==> src/corr_pkg.sv <==
`default_nettype none

package corr_pkg;

	localparam int num_inputs = 4;
	localparam int num_baselines = num_inputs * (num_inputs - 1) / 2;
	localparam int count_width = 16;

	typedef logic [num_inputs-1:0] line_t;
	typedef logic [count_width-1:0] count_t;
	typedef logic [7:0] byte_t;

	localparam count_t count_max = '1;

	// Baseline pairs in packet order.
	localparam int bl_first [num_baselines] = '{0, 0, 0, 1, 1, 2};
	localparam int bl_second [num_baselines] = '{1, 2, 3, 2, 3, 3};

	// Command opcodes, upper nibble of the byte.
	localparam logic [3:0] op_invert = 4'h1;
	localparam logic [3:0] op_edge = 4'h2;
	localparam logic [3:0] op_integrate = 4'h3;

	localparam byte_t pkt_sync = 8'h53; // 'S'
	localparam byte_t pkt_term = 8'h0d; // CR
	localparam int pkt_words = 2 * num_inputs + num_baselines;
	localparam int pkt_chars = count_width / 4;
	localparam int pkt_bytes = 3 + pkt_chars * pkt_words + 1;
	localparam int pkt_idx_width = $clog2(pkt_bytes);

	typedef logic [pkt_idx_width-1:0] pkt_idx_t;

	typedef enum logic [1:0] {
		ctl_idle,
		ctl_integrate,
		ctl_dump
	} ctrl_state_t;

	// Add one unless already at full scale.
	function automatic count_t sat_inc(input count_t c, input logic hit);
		if (hit && c != count_max)
			return c + 1'b1;
		return c;
	endfunction

	// Uppercase ASCII hex digit.
	function automatic byte_t hex_char(input logic [3:0] v);
		if (v < 4'd10)
			return 8'h30 + v;
		return 8'h37 + v;
	endfunction

endpackage

`default_nettype wire

==> src/corr_control.sv <==
`default_nettype none

module corr_control (
	input wire intclk,
	input wire arst_n,
	input wire corr_pkg::byte_t rx_byte,
	input wire rx_valid,
	input wire tx_active,
	output corr_pkg::line_t invert_mask,
	output corr_pkg::line_t edge_mask,
	output logic clear,
	output logic accumulate,
	output logic dump
);

	corr_pkg::ctrl_state_t state;
	logic [3:0] opcode;
	logic start_cmd;
	logic stop_cmd;
	logic dump_pend;
	logic active_d;

	assign opcode = rx_byte[7:4];
	assign start_cmd = rx_valid && opcode == corr_pkg::op_integrate && rx_byte[0];
	assign stop_cmd = rx_valid && opcode == corr_pkg::op_integrate && !rx_byte[0];

	always_ff @(posedge intclk or negedge arst_n) begin
		if (!arst_n) begin
			state <= corr_pkg::ctl_idle;
			invert_mask <= '0;
			edge_mask <= '0;
			clear <= 1'b0;
			accumulate <= 1'b0;
			dump <= 1'b0;
			dump_pend <= 1'b0;
			active_d <= 1'b0;
		end else begin
			clear <= 1'b0;
			dump_pend <= 1'b0;
			dump <= dump_pend; // Lets the last count land first.
			active_d <= tx_active;

			// Masks are taken in any state.
			if (rx_valid && opcode == corr_pkg::op_invert)
				invert_mask <= rx_byte[corr_pkg::num_inputs-1:0];
			if (rx_valid && opcode == corr_pkg::op_edge)
				edge_mask <= rx_byte[corr_pkg::num_inputs-1:0];

			case (state)
				corr_pkg::ctl_idle: begin
					if (start_cmd) begin
						state <= corr_pkg::ctl_integrate;
						clear <= 1'b1;
						accumulate <= 1'b1;
					end
				end
				corr_pkg::ctl_integrate: begin
					if (stop_cmd) begin
						state <= corr_pkg::ctl_dump;
						accumulate <= 1'b0;
						dump_pend <= 1'b1;
					end
				end
				corr_pkg::ctl_dump: begin
					if (active_d && !tx_active) // Packet finished.
						state <= corr_pkg::ctl_idle;
				end
				default: state <= corr_pkg::ctl_idle;
			endcase
		end
	end

	a_dump_outside_window: assert property (@(posedge intclk) disable iff (!arst_n)
		!(dump && accumulate));

endmodule

`default_nettype wire

==> src/correlator_top.sv <==
`default_nettype none

module correlator_top (
	input wire intclk,
	input wire arst_n,
	input wire corr_pkg::line_t line_in,
	input wire corr_pkg::byte_t rx_byte,
	input wire rx_valid,
	input wire tx_done,
	output corr_pkg::byte_t tx_byte,
	output logic tx_active
);

	corr_pkg::line_t invert_mask;
	corr_pkg::line_t edge_mask;
	corr_pkg::line_t sample;
	logic clear;
	logic accumulate;
	logic dump;
	corr_pkg::count_t ones_count [corr_pkg::num_inputs];
	corr_pkg::count_t auto_count [corr_pkg::num_inputs];
	corr_pkg::count_t cross_count [corr_pkg::num_baselines];

	corr_control u_control (
		.intclk(intclk),
		.arst_n(arst_n),
		.rx_byte(rx_byte),
		.rx_valid(rx_valid),
		.tx_active(tx_active),
		.invert_mask(invert_mask),
		.edge_mask(edge_mask),
		.clear(clear),
		.accumulate(accumulate),
		.dump(dump)
	);

	line_conditioner u_conditioner (
		.intclk(intclk),
		.arst_n(arst_n),
		.line_in(line_in),
		.invert_mask(invert_mask),
		.edge_mask(edge_mask),
		.sample(sample)
	);

	pulse_counter u_pulse (
		.intclk(intclk),
		.arst_n(arst_n),
		.sample(sample),
		.clear(clear),
		.accumulate(accumulate),
		.ones_count(ones_count),
		.auto_count(auto_count)
	);

	cross_correlator u_cross (
		.intclk(intclk),
		.arst_n(arst_n),
		.sample(sample),
		.clear(clear),
		.accumulate(accumulate),
		.cross_count(cross_count)
	);

	packet_serializer u_serializer (
		.intclk(intclk),
		.arst_n(arst_n),
		.dump(dump),
		.tx_done(tx_done),
		.ones_count(ones_count),
		.auto_count(auto_count),
		.cross_count(cross_count),
		.tx_byte(tx_byte),
		.tx_active(tx_active)
	);

endmodule

`default_nettype wire

==> src/cross_correlator.sv <==
`default_nettype none

module cross_correlator (
	input wire intclk,
	input wire arst_n,
	input wire corr_pkg::line_t sample,
	input wire clear,
	input wire accumulate,
	output corr_pkg::count_t cross_count [corr_pkg::num_baselines]
);

	logic acc_d;
	logic [corr_pkg::num_baselines-1:0] agree;

	for (genvar b = 0; b < corr_pkg::num_baselines; b++) begin : g_pair
		assign agree[b] = sample[corr_pkg::bl_first[b]] == sample[corr_pkg::bl_second[b]];
	end

	always_ff @(posedge intclk or negedge arst_n) begin
		if (!arst_n) begin
			acc_d <= 1'b0;
			for (int b = 0; b < corr_pkg::num_baselines; b++)
				cross_count[b] <= '0;
		end else begin
			acc_d <= accumulate;
			for (int b = 0; b < corr_pkg::num_baselines; b++) begin
				if (clear)
					cross_count[b] <= '0;
				else if (acc_d)
					cross_count[b] <= corr_pkg::sat_inc(cross_count[b], agree[b]);
			end
		end
	end

	// A saturated count must hold, never wrap.
	for (genvar b = 0; b < corr_pkg::num_baselines; b++) begin : g_chk
		a_no_wrap: assert property (@(posedge intclk) disable iff (!arst_n)
			(cross_count[b] == corr_pkg::count_max && !clear) |=> cross_count[b] != '0);
	end

endmodule

`default_nettype wire

==> src/line_conditioner.sv <==
`default_nettype none

module line_conditioner (
	input wire intclk,
	input wire arst_n,
	input wire corr_pkg::line_t line_in,
	input wire corr_pkg::line_t invert_mask,
	input wire corr_pkg::line_t edge_mask,
	output corr_pkg::line_t sample
);

	corr_pkg::line_t inv;
	corr_pkg::line_t prev;
	corr_pkg::line_t change;

	assign inv = line_in ^ invert_mask;
	assign change = inv ^ prev; // High where the line toggled.

	// History keeps running outside the window too.
	always_ff @(posedge intclk or negedge arst_n) begin
		if (!arst_n) begin
			prev <= '0;
			sample <= '0;
		end else begin
			prev <= inv;
			sample <= (change & edge_mask) | (inv & ~edge_mask);
		end
	end

endmodule

`default_nettype wire

==> src/packet_serializer.sv <==
`default_nettype none

module packet_serializer (
	input wire intclk,
	input wire arst_n,
	input wire dump,
	input wire tx_done,
	input wire corr_pkg::count_t ones_count [corr_pkg::num_inputs],
	input wire corr_pkg::count_t auto_count [corr_pkg::num_inputs],
	input wire corr_pkg::count_t cross_count [corr_pkg::num_baselines],
	output corr_pkg::byte_t tx_byte,
	output logic tx_active
);

	localparam corr_pkg::pkt_idx_t last_idx = corr_pkg::pkt_idx_t'(corr_pkg::pkt_bytes - 1);
	localparam corr_pkg::pkt_idx_t hdr_len = corr_pkg::pkt_idx_t'(3);

	corr_pkg::count_t snap [corr_pkg::pkt_words];
	corr_pkg::pkt_idx_t idx;
	corr_pkg::pkt_idx_t pos;
	corr_pkg::count_t word;
	logic [1:0] nib;

	// Ones, then auto, then cross.
	always_ff @(posedge intclk) begin
		if (dump) begin
			for (int i = 0; i < corr_pkg::num_inputs; i++) begin
				snap[i] <= ones_count[i];
				snap[corr_pkg::num_inputs + i] <= auto_count[i];
			end
			for (int b = 0; b < corr_pkg::num_baselines; b++)
				snap[2 * corr_pkg::num_inputs + b] <= cross_count[b];
		end
	end

	always_ff @(posedge intclk or negedge arst_n) begin
		if (!arst_n) begin
			idx <= '0;
			tx_active <= 1'b0;
		end else if (dump) begin
			idx <= '0;
			tx_active <= 1'b1;
		end else if (tx_active && tx_done) begin
			if (idx == last_idx) begin
				idx <= '0;
				tx_active <= 1'b0;
			end else begin
				idx <= idx + 1'b1;
			end
		end
	end

	// Payload position: word in the upper bits, character below.
	assign pos = idx - hdr_len;
	assign word = snap[pos[corr_pkg::pkt_idx_width-1:2]];
	assign nib = 2'd3 - pos[1:0]; // MS nibble first.

	always_comb begin
		if (idx == '0)
			tx_byte = corr_pkg::pkt_sync;
		else if (idx == corr_pkg::pkt_idx_t'(1))
			tx_byte = corr_pkg::hex_char(4'(corr_pkg::num_inputs - 1));
		else if (idx == corr_pkg::pkt_idx_t'(2))
			tx_byte = corr_pkg::hex_char(4'(corr_pkg::pkt_chars));
		else if (idx == last_idx)
			tx_byte = corr_pkg::pkt_term;
		else
			tx_byte = corr_pkg::hex_char(word[{nib, 2'b00} +: 4]);
	end

	a_idx_range: assert property (@(posedge intclk) disable iff (!arst_n)
		idx < corr_pkg::pkt_idx_t'(corr_pkg::pkt_bytes));

endmodule

`default_nettype wire

==> src/pulse_counter.sv <==
`default_nettype none

module pulse_counter (
	input wire intclk,
	input wire arst_n,
	input wire corr_pkg::line_t sample,
	input wire clear,
	input wire accumulate,
	output corr_pkg::count_t ones_count [corr_pkg::num_inputs],
	output corr_pkg::count_t auto_count [corr_pkg::num_inputs]
);

	corr_pkg::line_t prev;
	logic acc_d;

	always_ff @(posedge intclk or negedge arst_n) begin
		if (!arst_n) begin
			prev <= '0;
			acc_d <= 1'b0;
			for (int i = 0; i < corr_pkg::num_inputs; i++) begin
				ones_count[i] <= '0;
				auto_count[i] <= '0;
			end
		end else begin
			prev <= sample; // Lag-1 history.
			acc_d <= accumulate; // Aligns with the conditioner stage.
			for (int i = 0; i < corr_pkg::num_inputs; i++) begin
				if (clear) begin
					ones_count[i] <= '0;
					auto_count[i] <= '0;
				end else if (acc_d) begin
					ones_count[i] <= corr_pkg::sat_inc(ones_count[i], sample[i]);
					auto_count[i] <= corr_pkg::sat_inc(auto_count[i], sample[i] == prev[i]);
				end
			end
		end
	end

	for (genvar i = 0; i < corr_pkg::num_inputs; i++) begin : g_chk
		a_ones_mono: assert property (@(posedge intclk) disable iff (!arst_n)
			!clear |=> ones_count[i] >= $past(ones_count[i]));
		a_auto_mono: assert property (@(posedge intclk) disable iff (!arst_n)
			!clear |=> auto_count[i] >= $past(auto_count[i]));
	end

endmodule

`default_nettype wire
==> config.mk <==
export PLATFORM = sky130hd
export DESIGN_NAME = correlator_top
export DESIGN_NICKNAME = d
export VERILOG_FILES = /design/src/corr_pkg.sv /design/src/corr_control.sv /design/src/correlator_top.sv /design/src/cross_correlator.sv /design/src/line_conditioner.sv /design/src/packet_serializer.sv /design/src/pulse_counter.sv
export SDC_FILE = /design/constraint.sdc
export NUM_CORES = 1
export LEC_CHECK = 0
export ABC_CLOCK_PERIOD_IN_PS = 5400
export BUFFER_PORTS_ARGS = -buffer_cell sky130_fd_sc_hd__buf_2
export CAP_MARGIN = 20
export CORE_MARGIN = 4
export CORE_UTILIZATION = 47
export CTS_CLUSTER_SIZE = 16
export DETAILED_ROUTE_END_ITERATION = 6
export PLACE_DENSITY = 0.74
export SKIP_CTS_REPAIR_TIMING = 1
export SYNTH_ARGS = -nofsm -noshare
export SYNTH_HDL_FRONTEND = slang
export SYNTH_SLANG_ARGS = --single-unit
==> constraint.sdc <==
create_clock -name intclk -period 5.4 [get_ports intclk]
set_input_delay 1.08 -clock intclk [delete_from_list [all_inputs] [get_ports intclk]]
set_output_delay 1.08 -clock intclk [all_outputs]
set_load 0.05 [all_outputs]
==> reports/summary.log, run 1 <==
qor: cells_and_area.nNetsFinal 1922
qor: cts.clock_insertion_delay_at_the_later_pin_of_the_skew_report 0.59 ns
qor: route.wl_per_cell 21.6 um
qor: sta.timing.final.hold_violations 0
qor: job.maxCapViolations 0
qor: sta.worst_slew_margin_rel 27.6%
qor: sta.worst_slack_setup_final 0.171 ns
qor: synthesis.synthDominantAreaCellType sky130_fd_sc_hd__edfxtp_1
qor: route.drc 0
qor: floorplan.coreArea 0.0466 mm2
qor: sta.fmaxAchievable 0.191 GHz
qor: grt.gr-usage-met2 34.6%
qor: cells_and_area.drive_gt1_share 11.9%
qor: grt.grt_antenna_before_repair 0
qor: floorplan.die_height 225 um
qor: synthesis.yosys_most_used_dff sky130_fd_sc_hd__dfrtp_1
qor: synthesis.yosysTopAreaCellShare 30.4%
qor: route.dr.pass1.iters 5
qor: floorplan.ios 25
qor: setup_path.startpoint_type flop
qor: synthesis.async_flop_share 53.6%
qor: cts.tritoncts_num_sinks 483
qor: floorplan.std_cell_rows 79
qor: setup_path.critPathArrivalTime 4.15 ns
qor: cts.clock_slew_at_reported_path_ffs 0.06 ns
qor: synthesis.synthesis.area 0.0221 mm2
qor: power.total_power 0.00813 W
qor: sta.least_margin_pin_slew 1.09 ns
qor: power.p_per_area 328 mW/mm2
qor: worst_hold_path.startpoint_of_the_most_critical_hold_path u_control.dump_pend$_DFF_PN0_
qor: grt.grt_max_degree 113
qor: setup_path.worstSetupPathType reg2out
qor: grt.grt_pass1_vias 14300
qor: sta.report.final.setup_viol 0
qor: grt.gr-usage-met3 4.09%
qor: worst_hold_path.min_path_type reg2reg
qor: synthesis.syn_avg_cell_area 12.0 um2
qor: synthesis.synth_edf_count 224
qor: floorplan.die-width 225 um
qor: synthesis.synth_fp_nets 1883
qor: route.via_count_of_the_routed_design 14800
qor: placement.gp_routability_congestion 0.933
qor: setup_path.critical_path.endpoint_type output pin
qor: synthesis.ys.warnings.count 0
qor: cells_and_area.area_growth_syn_to_layout 12.0%
qor: power.ir_drop 0.000351 V
qor: setup_path.path_max_fanout 15
qor: route.detail_route.vias_per_cell 5.83
qor: route.antenna_violating_nets_post_route 0
qor: synthesis.yosys_register_bits 483
qor: grt.busiest_layer met2
qor: cts.cts_made_buffers 50
qor: status.run_status finished, final reports clean
qor: sta.number_of_max_slew_violations_in_the_final_report 0
qor: sta.period_needed 5.23 ns
qor: setup_path.r2r_start u_conditioner.sample[3]$_DFF_PN0_
qor: grt.grt.overflow.total 0
qor: synthesis.yosys-top-cells-area sky130_fd_sc_hd__edfxtp_1 (30%), sky130_fd_sc_hd__dfrtp_1 (29%), sky130_fd_sc_hd__xor2_1 (6.3%)
qor: cts.cts_tree built
qor: placement.dp_worst_setup_slack 0.380 ns
qor: grt.gr-usage-all-layers 21.8%
qor: floorplan.design.die.area 0.0506 mm2
qor: floorplan.initial_utilization 47.5%
qor: setup_path.cp_data_required_time 4.32 ns
qor: synthesis.syn-instance-count 1848
qor: cells_and_area.mostFrequentLayoutCell sky130_fd_sc_hd__nor2_1
qor: grt.grt_pass1_wl 85.3 mm
qor: placement.buffer_ports.inserted 23
qor: cts.h_tree_level_count 2
qor: cts.cts-root-buf sky130_fd_sc_hd__clkbuf_16
qor: power.cellLeakagePower 10.3 nW
qor: grt.grt_util_met1 31.6%
qor: placement.dpl.hpwl 38.1 mm
qor: cts.clockBufferDepth 3
qor: sta.share_of_the_clock_period_used_by_the_worst_path_after_layout 96.8%
qor: synthesis.synth_seq_area_share 59.7%
qor: sta.final.setup_skew 0.0215 ns
qor: route.drt_iter0_drc 1397
qor: cells_and_area.highest_count_cells_in_the_layout_ignoring_fill_and_taps sky130_fd_sc_hd__nor2_1 (280), sky130_fd_sc_hd__dfrtp_1 (255), sky130_fd_sc_hd__edfxtp_1 (224)
qor: route.drt-total-wl 54.7 mm
qor: cells_and_area.fill_cells 3836
qor: synthesis.netlist-cell-type-count 80
qor: setup_path.setup.worst_path.start u_serializer.idx[0]$_DFFE_PN0P_
qor: cells_and_area.antenna_cells 0
## per-stage QoR
step	instances	util (%)	cell area [um2]	hold slack [ns]	setup TNS, ns
2_1_floorplan	1848	-	22100	0.331	0
3_3_place_gp	2436	49.3	23000	0.333	0
3_5_place_dp	2436	49.3	23000	0.336	0
4_1_cts	2528	52.9	24600	0.350	-0.980
5_1_grt	2534	53.2	24800	0.357	-0.00109
6_report	2534	53.2	24800	0.347	0
## layer usage
layer / wire [um] / share of wire [%]
met4: 1240 / 2.3
met2: 25800 / 47
met3: 3830 / 7.0
met5: 0 / 0
met1: 23900 / 44
## power by group
group | internal [W] | total, W | switching [W]
combinational | 0.000189 | 0.000378 | 0.000189
clock | 0.00206 | 0.00349 | 0.00142
sequential | 0.00401 | 0.00426 | 0.000252
total | 0.00626 | 0.00813 | 0.00186
## worst max-delay path, cell delays in order (launching register included)
cell and delay [ns]:
sky130_fd_sc_hd__dfrtp_1 0.45, sky130_fd_sc_hd__ha_4 0.29, sky130_fd_sc_hd__buf_4 0.30, sky130_fd_sc_hd__xnor2_4 0.15
sky130_fd_sc_hd__buf_4 0.21, sky130_fd_sc_hd__mux4_2 0.57, sky130_fd_sc_hd__o221ai_1 0.34, sky130_fd_sc_hd__a21oi_1 0.12
sky130_fd_sc_hd__nor4_4 0.22, sky130_fd_sc_hd__buf_4 0.18, sky130_fd_sc_hd__a31oi_1 0.13, sky130_fd_sc_hd__o21a_1 0.21
sky130_fd_sc_hd__a21oi_1 0.10, sky130_fd_sc_hd__buf_2 0.27
## worst paths after layout
kind / endpoint / slack (ns) / depth (start not counted)
min in group asynchronous: u_pulse.auto_count[14]$_DFFE_PN0P_ / 0.58 / 1
max in group asynchronous: u_pulse.ones_count[57]$_DFFE_PN0P_ / 3.66 / 2
min: u_control.dump$_DFF_PN0_ / 0.35 / 0
max reg2reg: u_cross.cross_count[30]$_DFFE_PN0P_ / 2.40 / 9
max: tx_byte[5] / 0.17 / 13
min reg2reg: u_control.dump$_DFF_PN0_ / 0.35 / 0
## area by class of cell
| cell class | instances | area [um2] | share of cell area [%] |
|---|---|---|---|
| timing repair buffer | 68 | 520 | 2.10 |
| sequential | 483 | 13200 | 53.4 |
| clock buffer | 72 | 1410 | 5.71 |
| tap | 607 | 759 | 3.07 |
| inverter | 22 | 86.3 | 0.348 |
| clock inverter | 20 | 259 | 1.05 |
| multi-input combinational | 1262 | 8520 | 34.4 |
## cell usage after synthesis, drive strengths merged, types with 35 or more instances
cell type,number
nor2,281
mux4,37
dfrtp,259
nand3,80
buf,35
mux2i,40
o21ai,37
clkbuf,46
edfxtp,224
a21oi,37
xor2,160
nand4,54
xnor2,60
nand2,171
## kinds of logic (layout without fill, tap and decap cells)
kind of cell,count (synthesis),count (layout),synth area share (%)
simple gates,749,749,15.9
flops,483,483,59.7
xor+xnor,220,220,8.92
compound gates,183,183,5.85
buf+inv,103,182,2.23
mux,90,90,6.26
fa+ha+maj,19,19,1.07
other cells,1,1,0.0170
## flip-flops by register name (all words and copies together) (netlist names), 2 cells and up
| signal | count |
|---|---|
| u_serializer.snap | 224 |
| u_pulse.auto_count | 64 |
| u_conditioner.prev | 4 |
| u_control.state | 2 |
| u_cross.cross_count | 96 |
| u_pulse.prev | 4 |
| u_control.invert_mask | 4 |
| u_serializer.idx | 6 |
| u_conditioner.sample | 4 |
| u_pulse.ones_count | 64 |
| u_control.edge_mask | 4 |
(Power assumes the default switching activity.)
==> run 2, diff against run 1 <==
--- a/config.mk
+++ b/config.mk
@@ -12,6 +12,7 @@
 export CORE_UTILIZATION = 47
 export CTS_CLUSTER_SIZE = 16
 export DETAILED_ROUTE_END_ITERATION = 6
+export MAX_ROUTING_LAYER = met4
 export PLACE_DENSITY = 0.74
 export SKIP_CTS_REPAIR_TIMING = 1
 export SYNTH_ARGS = -nofsm -noshare
==> reports/summary.log, run 2 (synthesis results as in run 1) <==
qor: floorplan.initial_utilization 47.5%
qor: floorplan.die-width 225 um
qor: power.ir_drop 0.000283 V
qor: route.drc 0
qor: grt.grt_pass1_wl 85.0 mm
qor: cells_and_area.reg.largest.list u_serializer.snap x224, u_cross.cross_count x96
qor: grt.gr-usage-all-layers 22.5%
qor: route.via_count_of_the_routed_design 14600
qor: grt.grt_util_met1 32.3%
qor: cells_and_area.regMostFlops u_serializer.snap
qor: cells_and_area.drive_gt1_share 12.2%
qor: setup_path.r2r_start u_conditioner.sample[3]$_DFF_PN0_
qor: grt.grt_antenna_before_repair 0
qor: setup_path.path_max_fanout 30
qor: power.p_per_area 326 mW/mm2
qor: job.maxCapViolations 0
qor: cells_and_area.nNetsFinal 1927
qor: placement.gp_routability_congestion 0.955
qor: floorplan.die_height 225 um
qor: cts.clock_slew_at_reported_path_ffs 0.06 ns
qor: status.run_status finished, final reports clean
qor: sta.worst_slew_margin_rel 39.8%
qor: setup_path.crit_end tx_byte[2]
qor: sta.share_of_the_clock_period_used_by_the_worst_path_after_layout 97.6%
qor: route.dr.pass1.iters 5
qor: route.drt_iter0_drc 1346
qor: cells_and_area.antenna_cells 0
qor: setup_path.timing.rr.end u_cross.cross_count[30]$_DFFE_PN0P_
qor: route.detail_route.vias_per_cell 5.74
qor: route.drt-total-wl 54.9 mm
qor: cts.tritoncts_num_sinks 483
qor: cells_and_area.largest_reg_flops 224
qor: cts.h_tree_level_count 2
qor: grt.gr-usage-met2 33.1%
qor: placement.buffer_ports.inserted 23
qor: worst_hold_path.min_path_type reg2reg
qor: cts.cts_made_buffers 50
qor: placement.place_area 0.0230 mm2
qor: cells_and_area.final_cell_area 0.0248 mm2
qor: floorplan.coreArea 0.0466 mm2
qor: sta.timing.final.hold_violations 0
qor: setup_path.critical_path.endpoint_type output pin
qor: floorplan.design.die.area 0.0506 mm2
qor: setup_path.setup.reg_to_reg.worst_slack 2.41 ns
qor: cells_and_area.highest_count_cells_in_the_layout_ignoring_fill_and_taps sky130_fd_sc_hd__nor2_1 (280), sky130_fd_sc_hd__dfrtp_1 (255), sky130_fd_sc_hd__edfxtp_1 (224)
qor: grt.grt_max_degree 111
qor: cts.clockBufferDepth 3
qor: grt.grt_pass1_vias 14100
qor: cts.clock_insertion_delay_at_the_later_pin_of_the_skew_report 0.60 ns
qor: sta.setup_total_negative_slack 0 ns
qor: cts.cts-root-buf sky130_fd_sc_hd__clkbuf_16
qor: sta.least_margin_pin_slew 0.903 ns
qor: cts.cts_tree built
qor: cells_and_area.area_growth_syn_to_layout 12.3%
qor: setup_path.worstSetupPathType reg2out
qor: sta.period_needed 5.27 ns
qor: route.antenna_violating_nets_post_route 0
qor: setup_path.critPathArrivalTime 4.19 ns
qor: setup_path.r2r_cells 9
qor: sta.number_of_max_slew_violations_in_the_final_report 0
qor: sta.final.setup_skew 0.0252 ns
qor: placement.dpl.hpwl 38.6 mm
qor: setup_path.cp_data_required_time 4.32 ns
qor: setup_path.startpoint_type flop
qor: grt.gr-usage-met3 3.69%
qor: power.cellLeakagePower 10.3 nW
qor: sta.fmaxAchievable 0.190 GHz
qor: route.wl_per_cell 21.6 um
qor: floorplan.ios 25
qor: grt.grt.overflow.total 0
qor: floorplan.std_cell_rows 79
qor: cells_and_area.mostFrequentLayoutCell sky130_fd_sc_hd__nor2_1
qor: setup_path.setup.worst_path.start u_serializer.idx[0]$_DFFE_PN0P_
qor: sta.report.final.setup_viol 0
qor: grt.busiest_layer met2
==> run 2: layout make-up <==
| class | count | area (um2) |
|---|---|---|
| Tap cell | 607 | 759 |
| Clock buffer | 71 | 1440 |
| Sequential cell | 483 | 13200 |
| Fill cell | 3863 | 21700 |
| Timing Repair Buffer | 73 | 588 |
| Multi-Input combinational cell | 1262 | 8520 |
| Clock inverter | 23 | 235 |
| Inverter | 22 | 82.6 |
==> run 2: power by group <==
part	leakage (nW)	internal [W]	total (W)	switching (W)
Clock	0.814	0.00206	0.00348	0.00142
Sequential	6.07	0.00401	0.00426	0.000245
Combinational	3.44	0.000189	0.000378	0.000189
Total	10.3	0.00625	0.00811	0.00186
==> run 2: worst min-delay path by stage <==
stage	start	endpoint	slack, ns	depth (start not counted)
6_report	u_control.dump_pend$_DFF_PN0_	u_control.dump$_DFF_PN0_	0.35	0
4_1_cts	u_control.dump_pend$_DFF_PN0_	u_control.dump$_DFF_PN0_	0.35	0
2_1_floorplan	u_control.dump_pend$_DFF_PN0_	u_control.dump$_DFF_PN0_	0.33	0
3_3_place_gp	u_control.dump_pend$_DFF_PN0_	u_control.dump$_DFF_PN0_	0.33	0
3_5_place_dp	u_control.dump_pend$_DFF_PN0_	u_control.dump$_DFF_PN0_	0.34	0
5_1_grt	u_control.dump_pend$_DFF_PN0_	u_control.dump$_DFF_PN0_	0.36	0
==> run 2: critical path, cell delays in order (launching register included) <==
cell and delay (ns):
sky130_fd_sc_hd__dfrtp_1 0.41, sky130_fd_sc_hd__buf_4 0.26, sky130_fd_sc_hd__a21o_2 0.33, sky130_fd_sc_hd__xnor2_4 0.32
sky130_fd_sc_hd__buf_4 0.19, sky130_fd_sc_hd__mux4_2 0.31, sky130_fd_sc_hd__a211oi_2 0.33, sky130_fd_sc_hd__a311oi_1 0.09
sky130_fd_sc_hd__a311oi_1 0.36, sky130_fd_sc_hd__nor2_2 0.12, sky130_fd_sc_hd__inv_1 0.10, sky130_fd_sc_hd__ha_1 0.21
sky130_fd_sc_hd__nand4b_1 0.12, sky130_fd_sc_hd__a31oi_1 0.20, sky130_fd_sc_hd__clkbuf_4 0.26
==> run 2: routing by layer <==
metal | vias to the layer above | routed length, um
met5 | - | 0
met4 | 0 | 1770
met3 | 99 | 3470
met2 | 432 | 25000
met1 | 7327 | 24700
li1 | 6726 | -
==> run 2: per-stage QoR <==
step                      total power (W)  setup slack [ns]  cells  util (%)  hold WS, ns
final                             0.00811             0.127   2541      53.4        0.349
after detailed placement          0.00471             0.429   2433      49.3        0.339
after CTS                         0.00820            -0.208   2527      52.9        0.354
after floorplan                   0.00451             0.483   1848         -        0.331
after global placement            0.00467             0.500   2433      49.3        0.335
after global routing              0.00844           -0.0318   2541      53.4        0.361
==> run 3, diff against run 2 <==
--- a/config.mk
+++ b/config.mk
@@ -5,13 +5,14 @@
 export SDC_FILE = /design/constraint.sdc
 export NUM_CORES = 1
 export LEC_CHECK = 0
-export ABC_CLOCK_PERIOD_IN_PS = 5400
+export ABC_CLOCK_PERIOD_IN_PS = 4700
 export BUFFER_PORTS_ARGS = -buffer_cell sky130_fd_sc_hd__buf_2
 export CAP_MARGIN = 20
 export CORE_MARGIN = 4
 export CORE_UTILIZATION = 47
 export CTS_CLUSTER_SIZE = 16
 export DETAILED_ROUTE_END_ITERATION = 6
+export GPL_TIMING_DRIVEN = 0
 export MAX_ROUTING_LAYER = met4
 export PLACE_DENSITY = 0.74
 export SKIP_CTS_REPAIR_TIMING = 1
==> constraint.sdc (replaced) <==
create_clock -name intclk -period 4.7 [get_ports intclk]
set_input_delay 0.94 -clock intclk [delete_from_list [all_inputs] [get_ports intclk]]
set_output_delay 0.94 -clock intclk [all_outputs]
set_load 0.05 [all_outputs]
==> reports/summary.log, run 3 (synthesis results as in run 1) <==
qor: setup_path.cp_data_required_time 3.76 ns
qor: floorplan.std_cell_rows 79
qor: grt.grt_pass1_vias 14700
qor: grt.grt_antenna_before_repair 3
qor: route.drc 0
qor: setup_path.crit_chain ha_2 -> buf_8 -> or4_4 -> and2_4 -> buf_8 -> buf_8 -> o21ai_2 -> a31oi_1 -> or3_4 -> a311oi_2 -> nor2_2 -> inv_2 -> ha_4 -> nand4b_1 -> a31oi_2 -> buf_6
qor: cts.clockBufferDepth 3
qor: setup_path.critical_path.most_common_cell sky130_fd_sc_hd__buf_8
qor: route.dr.pass1.iters 7
qor: placement.gp_routability_congestion 0.963
qor: route.wl_per_cell 22.8 um
qor: cells_and_area.highest_count_cells_in_the_layout_ignoring_fill_and_taps sky130_fd_sc_hd__nor2_1 (278), sky130_fd_sc_hd__dfrtp_1 (258), sky130_fd_sc_hd__edfxtp_1 (224)
qor: floorplan.die-width 225 um
qor: cts.tritoncts_num_sinks 483
qor: floorplan.ios 25
qor: setup_path.cp_num_buf_inv 5
qor: cells_and_area.fill_cells 3725
qor: setup_path.worstSetupPathType reg2out
qor: sta.final.setup_skew 0.0241 ns
qor: sta.setup_repair_after_global_routing_missed_its_margin true
qor: cells_and_area.reg.largest.list u_serializer.snap x224, u_cross.cross_count x96
qor: route.detail_route.vias_per_cell 5.93
qor: setup_path.path_max_fanout 8
qor: cts.cts_tree built
qor: power.comb_power_share 5.7%
qor: worst_hold_path.min_path_type in2async
qor: setup_path.setup.worst_path.start u_serializer.idx[0]$_DFFE_PN0P_
qor: power.part_of_the_power_in_registers 52.4%
qor: setup_path.delay_of_the_slowest_cell_on_the_worst_path 0.53 ns
qor: cts.clock_slew_at_reported_path_ffs 0.06 ns
qor: route.drt-total-wl 59.5 mm
qor: sta.timing.final.hold_violations 0
qor: setup_path.startpoint_type flop
qor: power.pwr-share-clk 41.9%
qor: setup_path.crit_cells 16
qor: setup_path.critical_path.endpoint_type output pin
qor: power.cellLeakagePower 10.6 nW
qor: placement.placed_cells 2483
qor: sta.report.final.setup_viol 7
qor: sta.share_of_the_clock_period_used_by_the_worst_path_after_layout 106%
qor: job.maxCapViolations 0
qor: route.via_count_of_the_routed_design 15500
qor: cells_and_area.final_core_utilization 54.7%
qor: grt.grt_pass1_wl 89.8 mm
qor: cts.cts_made_buffers 48
qor: cells_and_area.area_growth_syn_to_layout 15.2%
qor: power.netSwitchingPower 0.00212 W
qor: grt.grt.overflow.total 0
qor: cells_and_area.area_taken_by_multi_input_logic_gates 0.00868 mm2
qor: power.ir_drop 0.000283 V
qor: setup_path.crit_end tx_byte[2]
qor: setup_path.timing.rr.end u_cross.cross_count[86]$_DFFE_PN0P_
qor: cts.h_tree_level_count 2
qor: cells_and_area.instances_no_fill 2606
qor: route.antenna_violating_nets_post_route 0
qor: cells_and_area.drive_gt1_share 14.3%
qor: sta.period_needed 4.99 ns
qor: cells_and_area.register_cell_area_after_layout 0.0132 mm2
qor: setup_path.worst_path_dominant_cell_family simple AND/OR/NAND/NOR gates
qor: cells_and_area.regMostFlops u_serializer.snap
qor: power.switching_share 23.1%
qor: cts.clock_insertion_delay_at_the_later_pin_of_the_skew_report 0.59 ns
qor: sta.number_of_max_slew_violations_in_the_final_report 0
qor: sta.worst_slack_setup_final -0.291 ns
qor: grt.grt_max_degree 104
qor: sta.fmaxAchievable 0.200 GHz
qor: sta.least_margin_pin_slew 1.13 ns
qor: setup_path.r2r_start u_control.clear$_DFF_PN0_
qor: setup_path.r2r_cells 5
qor: floorplan.coreArea 0.0466 mm2
qor: cells_and_area.mostFrequentLayoutCell sky130_fd_sc_hd__nor2_1
qor: power.cell_internal_pwr 0.00706 W
qor: floorplan.die_height 225 um
qor: status.run_status complete, but fails checks
qor: placement.dpl.hpwl 41.5 mm
qor: setup_path.critPathArrivalTime 4.05 ns
qor: power.p_per_area 360 mW/mm2
qor: sta.worst_slew_margin_rel 24.7%
qor: cells_and_area.nNetsFinal 1995
qor: setup_path.critical_path.slowest_cell sky130_fd_sc_hd__or4_4
qor: cts.cts-root-buf sky130_fd_sc_hd__clkbuf_16
qor: floorplan.design.die.area 0.0506 mm2
qor: floorplan.initial_utilization 47.5%
qor: route.drt_iter0_drc 1652
qor: status.violated_checks setup timing
qor: power.total_power 0.00918 W
qor: setup_path.setup.reg_to_reg.worst_slack 0.76 ns
qor: grt.gr-usage-all-layers 24.0%
qor: cells_and_area.largest_reg_flops 224
qor: placement.buffer_ports.inserted 23
run 3: how the worst min path moves through the flow:
stage	start	to	slack (ns)	depth (start not counted)
floorplan	u_control.dump_pend$_DFF_PN0_	u_control.dump$_DFF_PN0_	0.33	0
global placement	u_control.dump_pend$_DFF_PN0_	u_control.dump$_DFF_PN0_	0.33	0
detailed placement	u_control.dump_pend$_DFF_PN0_	u_control.dump$_DFF_PN0_	0.35	0
CTS	arst_n	u_control.invert_mask[2]$_DFFE_PN0P_	0.34	1
global route	arst_n	u_conditioner.prev[2]$_DFF_PN0_	0.36	1
finish	arst_n	u_control.invert_mask[2]$_DFFE_PN0P_	0.32	1
run 3: worst register-to-register path, stage by stage, from the launching register on:
cell and delay (ns):
sky130_fd_sc_hd__dfrtp_1 0.77, sky130_fd_sc_hd__clkbuf_1 0.90, sky130_fd_sc_hd__clkbuf_1 0.76, sky130_fd_sc_hd__clkbuf_1 0.71
sky130_fd_sc_hd__clkbuf_1 0.54, sky130_fd_sc_hd__nor2_1 0.12
run 3: final cells by class:
class                      count  area share [%]
timing repair buffer          63            2.50
tap                          607            2.98
buffer                        80            2.12
clock buffer                  66            5.26
sequential                   483            51.8
antenna                        1         0.00982
inverter                      22           0.339
clock inverter                22           0.898
multi-input combinational   1262            34.1
run 3: through the flow:
stage / worst slack [ns] / hold WS, ns / setup TNS (ns) / area [um2]
finish: -0.291 / 0.325 / -1.54 / 25500
global route: -0.436 / 0.361 / -2.40 / 25500
CTS: -1.62 / 0.339 / -9.80 / 24700
detailed placement: -0.989 / 0.345 / -5.37 / 23200
global placement: -2.66 / 0.331 / -568.32 / 23000
floorplan: 0.112 / 0.331 / 0 / 22100
run 3: power groups by stage:
stage	registers, W	clock network (W)	logic [W]
3_3_place_gp	0.00487	0	0.000490
5_1_grt	0.00483	0.00410	0.000600
4_1_cts	0.00481	0.00390	0.000530
3_5_place_dp	0.00489	0	0.000522
6_report	0.00481	0.00385	0.000520
2_1_floorplan	0.00482	0	0.000358
run 3: per-layer routing:
layer | up-vias | GRT usage [%] | share of wire [%]
met1 | 7741 | 34.0 | 42
li1 | 6855 | - | -
met2 | 733 | 35.6 | 46
met4 | 0 | 9.11 | 4.1
met5 | - | - | 0
met3 | 130 | 3.32 | 8.5
